==> src/logic/clk_demo_defs.svh <==
// clock demo constants for channel ratios, pulse periods and display sizing
`ifndef CLK_DEMO_DEFS_SVH
`define CLK_DEMO_DEFS_SVH

// channel count, one per divided output rate
`define NUM_CH 6

// tick divide ratios in CLKOUT4 cycles
`define DIV_0 5
`define DIV_1 5
`define DIV_2 30
`define DIV_3 2
`define DIV_4 20
`define DIV_5 1

// prescaler width, enough for the largest ratio
`define PRE_W 5

// channels whose pulses get tallied
`define PULSE_A_CH 2
`define PULSE_B_CH 3

// pulse period in ticks per channel
`define PULSE_PERIOD(ch) (((ch) == `PULSE_B_CH) ? 100 : 4)

`define CNT_W 32 // channel count width
`define SW_W 16 // switches and leds

// seven segment display
`define DIGITS 8
`define SCAN_DIV 8 // cycles per lit digit
`define SEG_W 7

`endif

==> src/logic/clk_demo_pkg.sv <==
// clock demo shared types and the hex to seven segment encoder
`include "clk_demo_defs.svh"

package clk_demo_pkg;

    typedef logic [`CNT_W-1:0] count_t; // channel tick count
    typedef logic [`NUM_CH-1:0] tick_vec_t; // one strobe per channel
    typedef logic [3:0] sel_t; // display select from switches
    typedef logic [$clog2(`DIGITS)-1:0] digit_t;
    typedef logic [`SEG_W-1:0] seg_t; // bit 0 is segment a, active low

    // nibble to active low segment pattern
    function automatic seg_t hex_to_seg(input logic [3:0] nibble);
        seg_t lit; // active high pattern, g down to a
        case (nibble)
            4'h0: lit = 7'h3f;
            4'h1: lit = 7'h06;
            4'h2: lit = 7'h5b;
            4'h3: lit = 7'h4f;
            4'h4: lit = 7'h66;
            4'h5: lit = 7'h6d;
            4'h6: lit = 7'h7d;
            4'h7: lit = 7'h07;
            4'h8: lit = 7'h7f;
            4'h9: lit = 7'h6f;
            4'ha: lit = 7'h77;
            4'hb: lit = 7'h7c; // lower case b
            4'hc: lit = 7'h39;
            4'hd: lit = 7'h5e; // lower case d
            4'he: lit = 7'h79;
            default: lit = 7'h71; // F
        endcase
        return ~lit;
    endfunction

endpackage

==> src/logic/channel_counter.sv <==
// channel counter that counts its ticks and keeps a periodic pulse level
`timescale 1ns/100ps
`include "clk_demo_defs.svh"

module channel_counter #(
    parameter int PERIOD = 4 // pulse period in ticks, 1 or more
) (
    input  logic                 CLKOUT4,
    input  logic                 rst,
    input  logic                 tick,
    output clk_demo_pkg::count_t count,
    output logic                 pulse
);
    import clk_demo_pkg::*;

    localparam int PH_W = (PERIOD > 1) ? $clog2(PERIOD) : 1;

    // phase tracks count modulo PERIOD
    // avoids a 32 bit divider just to test divisibility
    logic [PH_W-1:0] phase;
    logic            phase_wrap; // phase at PERIOD-1
    logic            divisible; // current count is a multiple of PERIOD

    assign phase_wrap = (int'(phase) == PERIOD - 1);
    assign divisible = (phase == '0);

    // tick count, moves one cycle after the strobe
    always_ff @(posedge CLKOUT4) begin
        if (rst) begin
            count <= '0;
        end else if (tick) begin
            count <= count + 1'b1;
        end
    end

    // phase follows count through the same ticks
    always_ff @(posedge CLKOUT4) begin
        if (rst) begin
            phase <= '0;
        end else if (tick) begin
            if (phase_wrap) begin
                phase <= '0;
            end else begin
                phase <= phase + 1'b1;
            end
        end
    end

    // pulse sampled from the old count on every tick
    // so it holds for one whole tick interval
    always_ff @(posedge CLKOUT4) begin
        if (rst) begin
            pulse <= 1'b0;
        end else if (tick) begin
            pulse <= divisible;
        end
    end

    // with PERIOD of 1 phase sits at zero and pulse rises on the first tick

endmodule

==> src/logic/clk_demo_top.sv <==
// clock demo top level tying ticks, channel counters and the display chain together
`timescale 1ns/100ps
`include "clk_demo_defs.svh"

module clk_demo_top (
    input  logic                CLKOUT4,
    input  logic                rst,
    input  logic [`SW_W-1:0]    sw,
    output logic [`SW_W-1:0]    led,
    output logic [`DIGITS-1:0]  an,
    output clk_demo_pkg::seg_t  segment
);
    import clk_demo_pkg::*;

    tick_vec_t         tick; // per channel enables
    count_t            counts [`NUM_CH];
    logic [`NUM_CH-1:0] pulse; // pulse level per channel
    count_t            shown_value; // value under display

    // divided rate strobes
    tick_generator tick_generator_inst (
        .CLKOUT4 (CLKOUT4),
        .rst     (rst),
        .tick    (tick)
    );

    // one counter per divided rate
    generate
        for (genvar ch = 0; ch < `NUM_CH; ch++) begin : g_channel
            channel_counter #(
                .PERIOD (`PULSE_PERIOD(ch))
            ) channel_counter_inst (
                .CLKOUT4 (CLKOUT4),
                .rst     (rst),
                .tick    (tick[ch]),
                .count   (counts[ch]),
                .pulse   (pulse[ch])
            );
        end
    endgenerate

    // switches, tallies of two chosen pulses, value select
    display_select display_select_inst (
        .CLKOUT4     (CLKOUT4),
        .rst         (rst),
        .sw          (sw),
        .counts      (counts),
        .pulse_a     (pulse[`PULSE_A_CH]), // every 4 ticks
        .pulse_b     (pulse[`PULSE_B_CH]), // every 100 ticks
        .led         (led),
        .shown_value (shown_value)
    );

    // scanned display
    seven_segment seven_segment_inst (
        .CLKOUT4     (CLKOUT4),
        .rst         (rst),
        .shown_value (shown_value),
        .an          (an),
        .segment     (segment)
    );

    // count change shows on segment two cycles after the count register
    // switch change reaches shown_value three cycles later

endmodule

==> src/logic/display_select.sv <==
// display select with switch sync, led mirror, pulse tallies and the value mux
`timescale 1ns/100ps
`include "clk_demo_defs.svh"

module display_select (
    input  logic                 CLKOUT4,
    input  logic                 rst,
    input  logic [`SW_W-1:0]     sw,
    input  clk_demo_pkg::count_t counts [`NUM_CH],
    input  logic                 pulse_a,
    input  logic                 pulse_b,
    output logic [`SW_W-1:0]     led,
    output clk_demo_pkg::count_t shown_value
);
    import clk_demo_pkg::*;

    // selects past the channel counts pick the tallies
    localparam sel_t SEL_TALLY_A = sel_t'(`NUM_CH);
    localparam sel_t SEL_TALLY_B = sel_t'(`NUM_CH + 1);

    logic [`SW_W-1:0] sw_d; // first switch flop
    logic [1:0]       pulse_in; // a in bit 0, b in bit 1
    logic [2:0]       sync [2]; // bit 0 first flop, bit 2 edge reference
    count_t           tally [2];
    sel_t             sel;
    count_t           sel_value;

    assign pulse_in = {pulse_b, pulse_a};
    assign sel = led[$bits(sel_t)-1:0]; // synchronized switches drive the select

    // two flop switch synchronizer, second stage is the led output
    always_ff @(posedge CLKOUT4) begin
        if (rst) begin
            sw_d <= '0;
            led <= '0;
        end else begin
            sw_d <= sw;
            led <= sw_d;
        end
    end

    // synchronizer plus edge detect per pulse
    always_ff @(posedge CLKOUT4) begin
        if (rst) begin
            for (int k = 0; k < 2; k++) begin
                sync[k] <= '0;
                tally[k] <= '0;
            end
        end else begin
            for (int k = 0; k < 2; k++) begin
                sync[k] <= {sync[k][1:0], pulse_in[k]}; // shift in
                if (sync[k][1] && !sync[k][2]) begin
                    tally[k] <= tally[k] + 1'b1; // rising edge seen
                end
            end
        end
    end

    // value mux
    always_comb begin
        sel_value = '0; // unused selects show zero
        for (int c = 0; c < `NUM_CH; c++) begin
            if (sel == sel_t'(c)) begin
                sel_value = counts[c];
            end
        end
        if (sel == SEL_TALLY_A) begin
            sel_value = tally[0];
        end
        if (sel == SEL_TALLY_B) begin
            sel_value = tally[1];
        end
    end

    always_ff @(posedge CLKOUT4) begin
        if (rst) begin
            shown_value <= '0;
        end else begin
            shown_value <= sel_value; // one cycle behind counts and tallies
        end
    end

endmodule

==> src/logic/seven_segment.sv <==
// seven segment driver that scans eight digits and encodes the shown value
`timescale 1ns/100ps
`include "clk_demo_defs.svh"

module seven_segment (
    input  logic                 CLKOUT4,
    input  logic                 rst,
    input  clk_demo_pkg::count_t shown_value,
    output logic [`DIGITS-1:0]   an,
    output clk_demo_pkg::seg_t   segment
);
    import clk_demo_pkg::*;

    localparam int SCAN_W = (`SCAN_DIV > 1) ? $clog2(`SCAN_DIV) : 1;
    localparam int NIB_W = `CNT_W / `DIGITS; // bits per digit, 4

    logic [SCAN_W-1:0]  scan_cnt; // cycles on the current digit
    logic               scan_wrap;
    digit_t             digit; // lit digit index
    logic [NIB_W-1:0]   nibble;
    logic [`DIGITS-1:0] digit_hot; // active high one hot of digit

    assign scan_wrap = (int'(scan_cnt) == `SCAN_DIV - 1);
    assign nibble = shown_value[int'(digit) * NIB_W +: NIB_W];
    assign digit_hot = {{(`DIGITS - 1){1'b0}}, 1'b1} << digit;

    // scan prescaler
    always_ff @(posedge CLKOUT4) begin
        if (rst) begin
            scan_cnt <= '0;
        end else if (scan_wrap) begin
            scan_cnt <= '0;
        end else begin
            scan_cnt <= scan_cnt + 1'b1;
        end
    end

    // digit index steps once per scan period
    always_ff @(posedge CLKOUT4) begin
        if (rst) begin
            digit <= '0;
        end else if (scan_wrap) begin
            if (digit == digit_t'(`DIGITS - 1)) begin
                digit <= '0; // back to the rightmost digit
            end else begin
                digit <= digit + 1'b1;
            end
        end
    end

    // registered anodes and segments
    // both lag the digit index and the shown value by one cycle
    always_ff @(posedge CLKOUT4) begin
        if (rst) begin
            an <= '1; // all digits dark
            segment <= '1; // all segments off
        end else begin
            an <= ~digit_hot; // active low anode
            segment <= hex_to_seg(nibble);
        end
    end

    // digit k always carries nibble k
    // so the value reads left to right as most to least significant

endmodule

==> src/logic/tick_generator.sv <==
// tick generator with one prescaler per channel, each raising a single cycle strobe
`timescale 1ns/100ps
`include "clk_demo_defs.svh"

module tick_generator (
    input  logic                    CLKOUT4,
    input  logic                    rst,
    output clk_demo_pkg::tick_vec_t tick
);
    import clk_demo_pkg::*;

    // divide ratio per channel, stands in for the divided output clocks
    localparam int DIV_RATIO [`NUM_CH] = '{
        `DIV_0,
        `DIV_1,
        `DIV_2,
        `DIV_3,
        `DIV_4,
        `DIV_5
    };

    logic [`PRE_W-1:0] pre [`NUM_CH]; // prescaler counts

    // each prescaler wraps at its ratio
    // tick goes high for the cycle after the wrap edge
    always_ff @(posedge CLKOUT4) begin
        if (rst) begin
            for (int i = 0; i < `NUM_CH; i++) begin
                pre[i] <= '0;
            end
            tick <= '0; // no strobes while in reset
        end else begin
            for (int i = 0; i < `NUM_CH; i++) begin
                if (int'(pre[i]) == DIV_RATIO[i] - 1) begin
                    pre[i] <= '0; // wrap
                    tick[i] <= 1'b1;
                end else begin
                    pre[i] <= pre[i] + 1'b1;
                    tick[i] <= 1'b0;
                end
            end
        end
    end

    // ratio of 1 never leaves zero, so that tick stays high every cycle
    // first strobe lands DIV cycles after reset drops

endmodule

==> config.mk <==
export PLATFORM = sky130hd
export DESIGN_NAME = clk_demo_top
export DESIGN_NICKNAME = d
export VERILOG_FILES = /design/src/logic/clk_demo_pkg.sv /design/src/logic/channel_counter.sv /design/src/logic/clk_demo_top.sv /design/src/logic/display_select.sv /design/src/logic/seven_segment.sv /design/src/logic/tick_generator.sv
export VERILOG_INCLUDE_DIRS = /design/src /design/src/logic
export SDC_FILE = /design/constraint.sdc
export NUM_CORES = 1
export LEC_CHECK = 0
export BUFFER_PORTS_ARGS = -buffer_cell sky130_fd_sc_hd__clkbuf_2
export CAP_MARGIN = 0
export CORE_MARGIN = 2
export CORE_UTILIZATION = 60
export CTS_CLUSTER_SIZE = 16
export DETAILED_ROUTE_END_ITERATION = 16
export PLACE_DENSITY = 0.77
export SLEW_MARGIN = 20
export SYNTH_ARGS = -nofsm -noshare
export SYNTH_HDL_FRONTEND = slang
export SYNTH_HIERARCHICAL = 1
export SYNTH_SLANG_ARGS = --single-unit
==> constraint.sdc <==
create_clock -name CLKOUT4 -period 2.9 [get_ports CLKOUT4]
set_clock_uncertainty 0.2 [all_clocks]
set_input_delay 0.145 -clock CLKOUT4 [delete_from_list [all_inputs] [get_ports CLKOUT4]]
set_output_delay 0.145 -clock CLKOUT4 [all_outputs]
set_load 0.1 [all_outputs]
# Word-level counts from Yosys, hierarchy flattened
# Memory sizes are Yosys's and may differ from the RTL's.
# Index checks and enable logic that the tools add are counted.
# word_totals
rom_bits	112
mem_bits_rw	100
latchBits	0
in_bits	18
out_inout_bits	31
n_memories	4
reg_bits	294
elab_cells	158
# op_classes
div_mod_pow	0
n_eq_ne	16
muxes	73
bitwise_logic	18
add_sub_neg	18
n_shift	2
reduce_logical	9
order_cmp	0
n_mul	0
# mem_list
memory	words	word_bits	rd	rd_clocked_by_memory_dff	wr	line	source
(name not given)	16	7	1	0	0	clk_demo_pkg.sv:15	case (nibble)
display_select_inst.tally	2	32	2	0	2	display_select.sv:24	count_t tally [2];
tick_generator_inst.pre	6	5	6	0	6	tick_generator.sv:22	logic [`PRE_W-1:0] pre [`NUM_CH];
display_select_inst.sync	2	3	2	0	2	display_select.sv:23	logic [2:0] sync [2];
# ops
cell	count
2-to-1 mux 32 bit	10
adder 32 x 1 -> 32 bit (second input constant)	8
2-to-1 mux 5 bit	12
2-to-1 mux 1 bit	45
indexed part select 32 x 6 -> 4 bit	1
adder 5 x 1 -> 5 bit (second input constant)	6
== test 4 x 3 -> 1 bit (second input constant)	4
OR 1 bit	16
2-to-1 mux 7 bit	2
== test 5 x 4 -> 1 bit (second input constant)	2
2-to-1 mux 3 bit	3
== test 4 x 2 -> 1 bit (second input constant)	2
NOT 8 bit	1
<< shifter 1 x 3 -> 8 bit (first input constant)	1
adder 7 x 1 -> 7 bit (second input constant)	1
== test 7 x 6 -> 1 bit (second input constant)	1
logical NOT 7 bit	1
NOT 7 bit	1
adder 3 x 1 -> 3 bit (second input constant)	2
== test 5 x 2 -> 1 bit (second input constant)	1
== test 5 x 3 -> 1 bit (second input constant)	1
== test 5 bit (second input constant)	1
logical NOT 5 bit	1
== test 4 x 1 -> 1 bit (second input constant)	1
other kinds (10)	12

# Logic depth before layout (Yosys ltp)
# Gate-level depths: netlist of the first run.
# logic_depth
depth_word	9
ltp_mapped	8
ltp_nobuf	7

# Modules after synthesis
# The synthesis of the first run kept the hierarchy.
# by_module_without_submodules
module	area_per_inst_um2	seq_area_each_um2	instances	cells_each
channel_counter at g_channel[0].channel_counter_inst ...	1644.1	700.7	5	188
display_select	7484.7	3323.2	1	746
channel_counter at g_channel[3].channel_counter_inst	1848.0	800.8	1	215
tick_generator	1699.1	1021.0	1	143
seven_segment	1263.7	420.4	1	115

# Least setup slack after synthesis of the first run
# Ideal clock, no wire load.
# synth_timing
path_type	register -> register
startpoint	register display_select_inst.led[2]
endpoint	register display_select_inst.shown_value[10]
synth_period_minus_slack_ps	2679
setup_time_ps	142
path_buffers	3
path_slack_ps	221
t_arrival_ps	2337
stages_incl_launch_ff	9
required_ps	2558
cell_sequence	dfxtp_1 > buf_4 > nor2_1 > and3_1 > buf_2 > buf_4 > a221o_1 > o211ai_1 > a221oi_1
# synth_via
elab_chain_cells	9
word_cells_on_any_way	16
classes_between	eq/ne: 7; mux: 8; reduce/logical: 1
# synth_rtl
item	line	source
start: declaration	display_select.sv:12	output logic [`SW_W-1:0] led,
start signal: assignment	display_select.sv:38	led <= sw_d;
logical NOT 4 bit	display_select.sv:63	if (sel == sel_t'(c)) begin
2-to-1 mux 32 bit (6 in series)	display_select.sv:63	
2-to-1 mux 32 bit	display_select.sv:67	if (sel == SEL_TALLY_A) begin
2-to-1 mux 32 bit (*)	display_select.sv:70	if (sel == SEL_TALLY_B) begin
end signal: assignment	display_select.sv:79	shown_value <= sel_value;
end: declaration	display_select.sv:13	output clk_demo_pkg::count_t shown_value
# Mark *: on every way between the ends. The rest lies on a longest branch, timed or not.
# A chain may end at the register's enable or synchronous reset.

# Worst setup path in the final report of the first run
# layout_timing
startpoint	register g_channel[4].channel_counter_inst.count[0]
endpoint	register g_channel[4].channel_counter_inst.count[30]
# layout_via
elab_chain_cells	1
# layout_rtl
item	line	source
start: declaration	channel_counter.sv:11	output clk_demo_pkg::count_t count,
start signal: assignment	channel_counter.sv:32	count <= count + 1'b1;
adder 32 x 1 -> 32 bit	channel_counter.sv:32	
# No other way between the ends.

==> flow_metrics.py, run 1 <==
metrics = {
    "cts": {
        "clockBufferDepth": 3,
        "cts_inserted_buffers": 42,
        "cts_setup_buffers": 0,
        "cts-resized-gates": 0,
        "root_buffer": "clkbuf_16",
        "clk_pin_slew_worst_paths_ns": 0.06,
        "cts.htree.levels": 2,
        "clock-sinks": 394,
        "clk_latency_ns": 0.53,
        "cts_tree": "yes",
    },
    "status": {
        "status": "finished clean",
    },
    "floorplan": {
        "die-width_um": 186,
        "ios": 49,
        "rows": 66,
        "initial_core_util_pct": 61.2,
        "fp.coreArea_mm2": 0.0326,
        "dieArea_mm2": 0.0348,
        "die_h_um": 186,
    },
    "worst_setup_path": {
        "crit_start": "g_channel[4].channel_counter_inst/count[0]",
        "slowest_stage": "or4_1",
        "cpMostUsedCell": "or4_1",
        "cp_num_buf_inv": 0,
        "cp_max_fo": 17,
        "r2r-end": "g_channel[4].channel_counter_inst/count[30]",
        "regToRegSetupSlack_ns": 0.24,
        "r2r_start": "g_channel[4].channel_counter_inst/count[0]",
        "critPathArrivalTime_ns": 2.92,
        "path_cells": "ha_1 > nand3_1 > or4_1 > or4_1 > a21oi_1",
        "end_kind": "flop",
        "startpoint_type": "flop",
        "critPathTopFamily": "simple AND/OR/NAND/NOR gates",
        "worst-setup-path-type": "flop to flop",
        "slowest_delay_ns": 0.79,
        "critical_path_required_ns": 3.16,
        "r2r_cells": 5,
    },
    "layout": {
        "area_growth_pct": 10.4,
        "drive_gt1_share_pct": 10.1,
        "multi_input_area_mm2": 0.0103,
        "final_nets": 2177,
        "seqCellArea_mm2": 0.00883,
        "fill_cells": 2496,
    },
    "drt": {
        "drtIter0Drc": 1399,
        "finalWirelength_um": 45400,
        "route.detailed.drc": 0,
        "wl_per_cell_um": 17.5,
        "vias": 16079,
        "avgViaCountPerCell": 6.19,
        "dr.pass1.iters": 5,
        "postRouteAntennaNets": 0,
    },
    "yosys": {
        "synth_warnings": 6,
        "synth_cells": 2103,
        "synth_area_mm2": 0.0200,
        "syn_avg_cell_area_um2": 9.49,
    },
    "power_and_ir_drop": {
        "p_leak_nw": 7.30,
        "vdd_ir_drop_max_mv": 0.527,
        "p_total_mw": 11.8,
        "power.density_mw_per_mm2": 534,
    },
    "worst_hold_path": {
        "worstHoldStart": "sw[11]",
        "holdPathStages": 3,
        "min_path_type": "primary input to flop",
        "hold_end": "display_select_inst/sw_d[11]",
    },
    "sta": {
        "slew_violations": 0,
        "setup_viol": 0,
        "clock.fmax_mhz": 376,
        "fin_crit_ns": 2.66,
        "rsz0062_at_grt": "false",
        "hold_viol": 0,
        "relSlewSlack_pct": 56.1,
        "tns_ns": 0,
        "fin_crit_sh_pct": 91.6,
        "worstMarginPinSlew_ns": 0.640,
        "setup_ws_ns": 0.243,
    },
    "placement": {
        "io_buffers": 48,
        "hpwlAfterDp_um": 30100,
        "gp_congestion": 0.864,
        "pre_cts_slack_ns": 0.284,
    },
    "global_routing": {
        "antenna_found_initial": 0,
        "overflow": 0,
        "grt_pass1_vias": 15094,
        "grtUsageTotal_pct": 25.4,
        "grt_max_degree": 100,
        "grt_pass1_wl_um": 74500,
    },
    "job": {
        "cap_viol_max_count": 0,
    },
}
## power breakdown
part	leakage [nW]	internal (mW)	switching [mW]
Clock	0.694	3.12	2.15
Combinational	3.21	0.209	0.418
Sequential	3.40	5.74	0.116
## flip-flops by register name (all words and copies together) (netlist names)
register	cells
g_channel.channel_counter_inst/count	192
display_select_inst/tally	64
display_select_inst/shown_value	32
tick_generator_inst/pre	30
display_select_inst/led	16
display_select_inst/sw_d	16
g_channel.channel_counter_inst/phase	9
seven_segment_inst/an	8
seven_segment_inst/segment	7
display_select_inst/sync	6
tick_generator_inst/tick	6
seven_segment_inst/digit	3
seven_segment_inst/scan_cnt	3
g_channel.channel_counter_inst/pulse	2
## per-layer routing
| layer | global-route usage, % | vias up | wire length, µm |
|---|---|---|---|
| met5 | 0 | - | 0 |
| met4 | 9.05 | 0 | 1420 |
| met3 | 3.10 | 102 | 2150 |
| met2 | 42.7 | 415 | 21800 |
| met1 | 34.0 | 7754 | 20000 |
| li1 | - | 7808 | - |
## through the flow
| stage | util [%] | hold slack (ns) | area, µm² | std cells |
|---|---|---|---|---|
| 2_1_floorplan | - | 0.0221 | 20100 | 2132 |
| 5_1_grt | 67.5 | 0.167 | 22000 | 2597 |
| 3_5_place_dp | 62.8 | 0.158 | 20500 | 2503 |
| 3_3_place_gp | 62.8 | 0.156 | 20500 | 2503 |
| 4_1_cts | 67.5 | 0.159 | 22000 | 2597 |
| 6_report | 67.5 | 0.168 | 22000 | 2598 |
## layout make-up
type | count | share of cell area, %
Tap cell | 442 | 2.51
Timing Repair Buffer | 95 | 3.21
Multi-Input combinational cell | 1526 | 46.8
Inverter | 63 | 1.07
Antenna cell | 1 | 0.0114
Sequential cell | 394 | 40.1
Clock inverter | 11 | 0.267
Clock buffer | 66 | 5.99
## repair_timing
action / 4_1_cts / 5_1_grt
hold buffers: 17 / 0
hold endpoints to repair: 82 / 0
setup endpoints to repair: 0 / 0
## tightest hold or removal path: stages
cell           delay [ns]
dlygate4sd3_1        0.52
clkbuf_2             0.09
nor2b_1              0.10
## worst max-delay path by stage
stage                                                  endpoint  slack (ns)  cells after the start
finish              g_channel[4].channel_counter_inst/count[30]        0.24                      5
global route        g_channel[2].channel_counter_inst/count[28]        0.09                      5
CTS                               seven_segment_inst/segment[5]        0.28                      7
detailed placement                seven_segment_inst/segment[5]        0.28                      7
global placement    g_channel[2].channel_counter_inst/count[24]        0.34                      5
floorplan                   display_select_inst/shown_value[10]        0.22                      8
## placed cells by master, fill, tap and decap left out, types with 73 or more instances in the layout
cell type and count:
mux2i_1 78, nor2_1 197, a21oi_1 152, xnor2_1 78
o21ai_0 73, edfxtp_1 94, dfxtp_1 298, o31ai_1 76
or4_1 86, nand3_1 83, nand2_1 91
No activity file was read; power rests on OpenSTA's default activity.
==> inputs of run 2 (changes only) <==
--- a/config.mk
+++ b/config.mk
@@ -6,13 +6,13 @@
 export SDC_FILE = /design/constraint.sdc
 export NUM_CORES = 1
 export LEC_CHECK = 0
-export BUFFER_PORTS_ARGS = -buffer_cell sky130_fd_sc_hd__clkbuf_2
 export CAP_MARGIN = 0
 export CORE_MARGIN = 2
 export CORE_UTILIZATION = 60
 export CTS_CLUSTER_SIZE = 16
 export DETAILED_ROUTE_END_ITERATION = 16
-export PLACE_DENSITY = 0.77
+export DONT_BUFFER_PORTS = 1
+export PLACE_DENSITY = 0.76
 export SLEW_MARGIN = 20
 export SYNTH_ARGS = -nofsm -noshare
 export SYNTH_HDL_FRONTEND = slang
==> run 2 against run 1 <==
Against the previous run: cell area up 6.9%; global-route usage up 2.4 points; die area unchanged; critical path type unchanged.
==> flow_metrics.py, run 2 (synthesis gave the netlist of run 1 again) <==
metrics = {
    "status": {
        "status": "finished clean",
    },
    "layout": {
        "final_nets": 2297,
        "layout_common_cells": "dfxtp_1 (287), nor2_1 (197), dlygate4sd3_1 (171), a21oi_1 (152), edfxtp_1 (94)",
        "design_area_mm2": 0.0236,
        "mostFrequentLayoutCell": "dfxtp_1",
        "largest_reg_flops": 192,
        "utilization_pct": 72.2,
        "regMostFlops": "g_channel.channel_counter_inst/count",
        "area_growth_pct": 18.0,
        "top_regs": "g_channel.channel_counter_inst/count (192), display_select_inst/tally (64), display_select_inst/shown_value (32)",
        "drive_gt1_share_pct": 9.32,
    },
    "power_and_ir_drop": {
        "comb_power_share_pct": 4.2,
        "vdd_ir_drop_max_mv": 0.369,
        "p_leak_nw": 8.23,
        "p_total_mw": 12.1,
        "power_frac_clock_pct": 46.3,
        "p_sw_mw": 2.79,
        "sequentialPowerShare_pct": 49.5,
        "power.density_mw_per_mm2": 512,
        "intPower_mw": 9.27,
        "swShare_pct": 23.1,
    },
    "floorplan": {
        "dieArea_mm2": 0.0348,
        "die-width_um": 186,
        "initial_core_util_pct": 61.2,
        "die_h_um": 186,
        "ios": 49,
        "fp.coreArea_mm2": 0.0326,
        "rows": 66,
    },
    "drt": {
        "vias": 16978,
        "drtIter0Drc": 1498,
        "finalWirelength_um": 50400,
        "wl_met3_um": 3140,
        "wl_met1_um": 21000,
        "route.detailed.drc": 0,
        "avgViaCountPerCell": 6.25,
        "postRouteAntennaNets": 0,
        "routed-wl-met2_um": 24500,
        "maxUsedRoutingLayer": "met4",
        "dr.pass1.iters": 6,
        "wl_per_cell_um": 18.5,
    },
    "worst_setup_path": {
        "slowest_delay_ns": 0.58,
        "critPathArrivalTime_ns": 3.10,
        "worst-setup-path-type": "flop to flop",
        "end_kind": "flop",
        "regToRegSetupSlack_ns": 0.02,
        "critical_path_required_ns": 3.12,
        "startpoint_type": "flop",
        "path_cells": "buf_4 > mux2i_1 > o21ai_0 > a221o_1 > o211ai_1 > a221oi_1 > dlygate4sd3_1",
        "cp_max_fo": 21,
        "slowest_stage": "dlygate4sd3_1",
    },
    "global_routing": {
        "antenna_found_initial": 1,
        "grt_pass1_wl_um": 81100,
        "grt_max_degree": 160,
        "grtUsageTotal_pct": 27.8,
        "overflow": 0,
        "grt_pass1_vias": 16128,
    },
    "worst_hold_path": {
        "min_path_type": "primary input to flop",
    },
    "cts": {
        "clk_pin_slew_worst_paths_ns": 0.06,
        "clk_latency_ns": 0.55,
        "clock-sinks": 394,
        "root_buffer": "clkbuf_16",
        "clockBufferDepth": 3,
        "cts_inserted_buffers": 42,
        "cts.htree.levels": 2,
        "cts_tree": "yes",
    },
    "sta": {
        "setup_viol": 0,
        "slew_violations": 0,
        "relSlewSlack_pct": 33.2,
        "whs_ns": 0.0497,
        "clock.fmax_mhz": 347,
        "worstMarginPinSlew_ns": 1.00,
        "fin_crit_sh_pct": 99.4,
        "hold_viol": 0,
        "fin_crit_ns": 2.88,
    },
    "job": {
        "cap_viol_max_count": 0,
    },
    "placement": {
        "hpwlAfterDp_um": 29600,
        "gp_congestion": 0.832,
        "place_area_mm2": 0.0202,
        "io_buffers": 0,
    },
}
==> run 2: cell count changes in the layout (fill, tap and decap cells not counted), sizes merged <==
cell / previous run / this run
dlygate4sd3: 17 / 171
clkinvlp: 0 / 1
bufinv: 0 / 2
inv: 63 / 66
clkbuf: 113 / 60
buf: 31 / 44
clkinv: 11 / 10
==> run 2: path summary, 6_finish.rpt <==
| kind | startpoint | to | depth (start not counted) |
|---|---|---|---|
| worst max register to register | display_select_inst/led[1] | display_select_inst/shown_value[10] | 7 |
| worst max-delay path | display_select_inst/led[1] | display_select_inst/shown_value[10] | 7 |
| worst min register to register | display_select_inst/sw_d[7] | display_select_inst/led[7] | 1 |
| worst min-delay path | rst | seven_segment_inst/scan_cnt[1] | 2 |
==> run 2: area by class of cell <==
| cell class | instances | area, µm² |
|---|---|---|
| multi-input combinational | 1526 | 10400 |
| tap | 442 | 553 |
| clock buffer | 60 | 1300 |
| timing repair buffer | 215 | 2090 |
| clock inverter | 16 | 150 |
| antenna | 1 | 2.50 |
| sequential | 394 | 8850 |
| fill | 2260 | 9060 |
| inverter | 63 | 236 |
==> run 2: what timing repair did <==
action,CTS,global route
endpoints found under the setup margin,0,49
hold buffers,172,0
buffers inserted,0,7
resized for setup,0,30
hold endpoints to repair,327,0
==> run 2: metrics by stage <==
step	instances	worst slack, ns	setup TNS (ns)
final	2717	0.0169	0
after global routing	2717	-0.0670	-0.216
after CTS	2709	0.0231	0
after detailed placement	2461	0.283	0
after global placement	2461	0.380	0
after floorplan	2132	0.221	0
==> run 2: power groups by stage <==
stage	Combinational, mW	Sequential, mW	Clock [mW]
final	0.501	5.97	5.58
after global routing	0.545	5.98	5.88
after CTS	0.486	5.97	5.62
after detailed placement	0.391	6.09	0
after global placement	0.380	6.08	0
after floorplan	0.360	6.06	0
==> run 2: critical path: cells and delay by family (launching register included) <==
family,cells,cell delay [ns]
AOI/OAI and AO/OA,4,0.71
buffers and inverters,2,0.90
DFF,1,0.55
muxes,1,0.38
==> run 2: metal layers <==
metal | GRT usage, % | up-vias
li1 | - | 8037
met1 | 36.2 | 8194
met2 | 46.7 | 617
met3 | 4.18 | 130
met4 | 10.8 | 0
met5 | 0 | -
==> inputs of run 3 (changes only) <==
--- a/config.mk
+++ b/config.mk
@@ -8,13 +8,14 @@
 export LEC_CHECK = 0
 export CAP_MARGIN = 0
 export CORE_MARGIN = 2
-export CORE_UTILIZATION = 60
+export CORE_UTILIZATION = 47
 export CTS_CLUSTER_SIZE = 16
 export DETAILED_ROUTE_END_ITERATION = 16
 export DONT_BUFFER_PORTS = 1
-export PLACE_DENSITY = 0.76
+export MAX_ROUTING_LAYER = met4
 export SLEW_MARGIN = 20
 export SYNTH_ARGS = -nofsm -noshare
 export SYNTH_HDL_FRONTEND = slang
 export SYNTH_HIERARCHICAL = 1
 export SYNTH_SLANG_ARGS = --single-unit
+export TNS_END_PERCENT = 20
==> run 3 against run 2 <==
Against the previous run: clock-buffer cell count up 6; flip-flop and latch count stayed put; setup slack better by 0.067 ns; critical path depth down 1; die area up 27%; combinational power is essentially flat; core utilization is 16 points lower; sequential power is essentially flat; clock power increased by 5.2%; global-route usage shrank 4.6 points; register-to-register slack better by 0.07 ns.
==> flow_metrics.py, run 3 (synthesis gave the netlist of run 1 again) <==
metrics = {
    "cts": {
        "cts_inserted_buffers": 44,
        "clockBufferDepth": 3,
        "clk_pin_slew_worst_paths_ns": 0.06,
        "cts_tree": "yes",
        "cts.htree.levels": 2,
        "root_buffer": "clkbuf_16",
        "clk_latency_ns": 0.56,
        "clock-sinks": 394,
    },
    "worst_setup_path": {
        "crit_start": "g_channel[4].channel_counter_inst/count[4]",
        "r2r_cells": 6,
        "endpoint": "g_channel[4].channel_counter_inst/count[23]",
        "r2r_start": "g_channel[4].channel_counter_inst/count[4]",
        "end_kind": "flop",
        "regToRegSetupSlack_ns": 0.08,
        "critPathArrivalTime_ns": 3.12,
        "r2r-end": "g_channel[4].channel_counter_inst/count[23]",
        "worst-setup-path-type": "flop to flop",
        "cp_max_fo": 18,
        "critical_path_required_ns": 3.20,
        "startpoint_type": "flop",
    },
    "layout": {
        "layout_common_cells": "dfxtp_1 (296), nor2_1 (196), dlygate4sd3_1 (161), a21oi_1 (152), edfxtp_1 (94)",
        "drive_gt1_share_pct": 8.08,
        "top_regs": "g_channel.channel_counter_inst/count (192), display_select_inst/tally (64), display_select_inst/shown_value (32)",
        "largest_reg_flops": 192,
        "antenna_cells": 0,
        "regMostFlops": "g_channel.channel_counter_inst/count",
        "mostFrequentLayoutCell": "dfxtp_1",
        "instances_no_fill": 2792,
        "area_growth_pct": 18.0,
        "final_nets": 2275,
    },
    "worst_hold_path": {
        "min_path_type": "primary input to flop",
        "worstHoldStart": "rst",
        "holdPathStages": 2,
    },
    "power_and_ir_drop": {
        "swShare_pct": 22.8,
        "power_frac_clock_pct": 47.5,
        "intPower_mw": 9.53,
        "vdd_ir_drop_max_mv": 0.465,
        "comb_power_share_pct": 4.1,
        "p_sw_mw": 2.82,
        "sequentialPowerShare_pct": 48.4,
        "p_leak_nw": 8.16,
        "power.density_mw_per_mm2": 524,
    },
    "global_routing": {
        "grt_util_met3_pct": 3.56,
        "grt_pass1_wl_um": 81000,
        "grt_max_degree": 158,
        "antenna_found_initial": 0,
        "grt_pass1_vias": 15405,
        "grt_util_met2_pct": 37.3,
        "grt-busiest-layer": "met2",
        "grtUsageTotal_pct": 23.2,
        "met1_usage_pct": 30.4,
        "overflow": 0,
    },
    "floorplan": {
        "die-width_um": 210,
        "initial_core_util_pct": 47.6,
        "fp.coreArea_mm2": 0.0419,
        "die_h_um": 210,
        "rows": 75,
        "ios": 49,
        "dieArea_mm2": 0.0441,
    },
    "status": {
        "status": "finished clean",
    },
    "drt": {
        "avgViaCountPerCell": 5.87,
        "drtIter0Drc": 1156,
        "postRouteAntennaNets": 0,
        "wl_per_cell_um": 18.0,
        "route.detailed.drc": 0,
        "dr.pass1.iters": 5,
        "finalWirelength_um": 50200,
        "vias": 16390,
    },
    "sta": {
        "worstMarginPinSlew_ns": 0.980,
        "tns_ns": 0,
        "slew_violations": 0,
        "relSlewSlack_pct": 34.6,
        "whs_ns": 0.0222,
        "clock.fmax_mhz": 355,
        "rsz0062_at_grt": "false",
        "fin_crit_ns": 2.82,
        "setup_viol": 0,
        "fin_crit_sh_pct": 97.1,
        "hold_viol": 0,
    },
    "placement": {
        "io_buffers": 0,
        "hpwlAfterDp_um": 32200,
        "placedCellCount": 2550,
        "gp_congestion": 0.847,
    },
    "job": {
        "cap_viol_max_count": 0,
    },
}
run 3: area by class of cell:
| type | count | area (µm²) |
|---|---|---|
| well taps | 539 | 674 |
| clock inverters | 13 | 151 |
| inverters | 63 | 236 |
| multi-input cells | 1526 | 10400 |
| repair buffers | 191 | 1920 |
| flip-flops and latches | 394 | 8840 |
| fillers | 3616 | 18400 |
| clock buffers | 66 | 1380 |
run 3: timing repair:
| item | in CTS | in global routing |
|---|---|---|
| hold endpoints to repair | 330 | 0 |
| endpoints found under the setup margin | 0 | 14 |
| hold buffers | 162 | 0 |
| buffers inserted | 0 | 1 |
| gates resized for setup | 0 | 11 |
run 3: worst min path at each step:
| stage | to | slack (ns) |
|---|---|---|
| finish | g_channel[0].channel_counter_inst/count[5] | 0.02 |
| global route | g_channel[0].channel_counter_inst/count[3] | 0.01 |
| CTS | g_channel[2].channel_counter_inst/count[2] | 0.0008 |
| detailed placement | g_channel[2].channel_counter_inst/count[0] | 0.08 |
| global placement | display_select_inst/sw_d[11] | 0.07 |
| floorplan | tick_generator_inst/tick[1] | 0.02 |
run 3: routing by layer:
layer | routed length (µm) | up-vias
met5 | 0 | -
met4 | 1100 | 0
met3 | 2600 | 77
met2 | 23900 | 360
met1 | 22600 | 7971
li1 | - | 7982
run 3: power by group through the flow:
stage               clock network, mW  registers (mW)  logic (mW)
floorplan                           0            6.06       0.360
global placement                    0            6.09       0.400
finish                           5.87            5.98       0.503
detailed placement                  0            6.10       0.408
global route                     6.23            5.99       0.552
CTS                              6.00            5.98       0.498
run 3: per-stage QoR:
step	util (%)	total power [mW]	area (µm²)	setup WS [ns]
2_1_floorplan	-	6.42	20100	0.221
6_report	56.2	12.3	23600	0.0835
3_5_place_dp	48.5	6.50	20300	0.229
4_1_cts	56.1	12.5	23500	0.0217
5_1_grt	56.2	12.8	23600	0.00703
3_3_place_gp	48.5	6.49	20300	0.282
run 3: worst max-delay path, cell delays in order, from the launching register on:
cell and delay [ns]:
dfxtp_1 0.46, nand4_4 0.21, or4_1 0.56, buf_4 0.21, or4_1 0.42, a21oi_1 0.15, dlygate4sd3_1 0.55
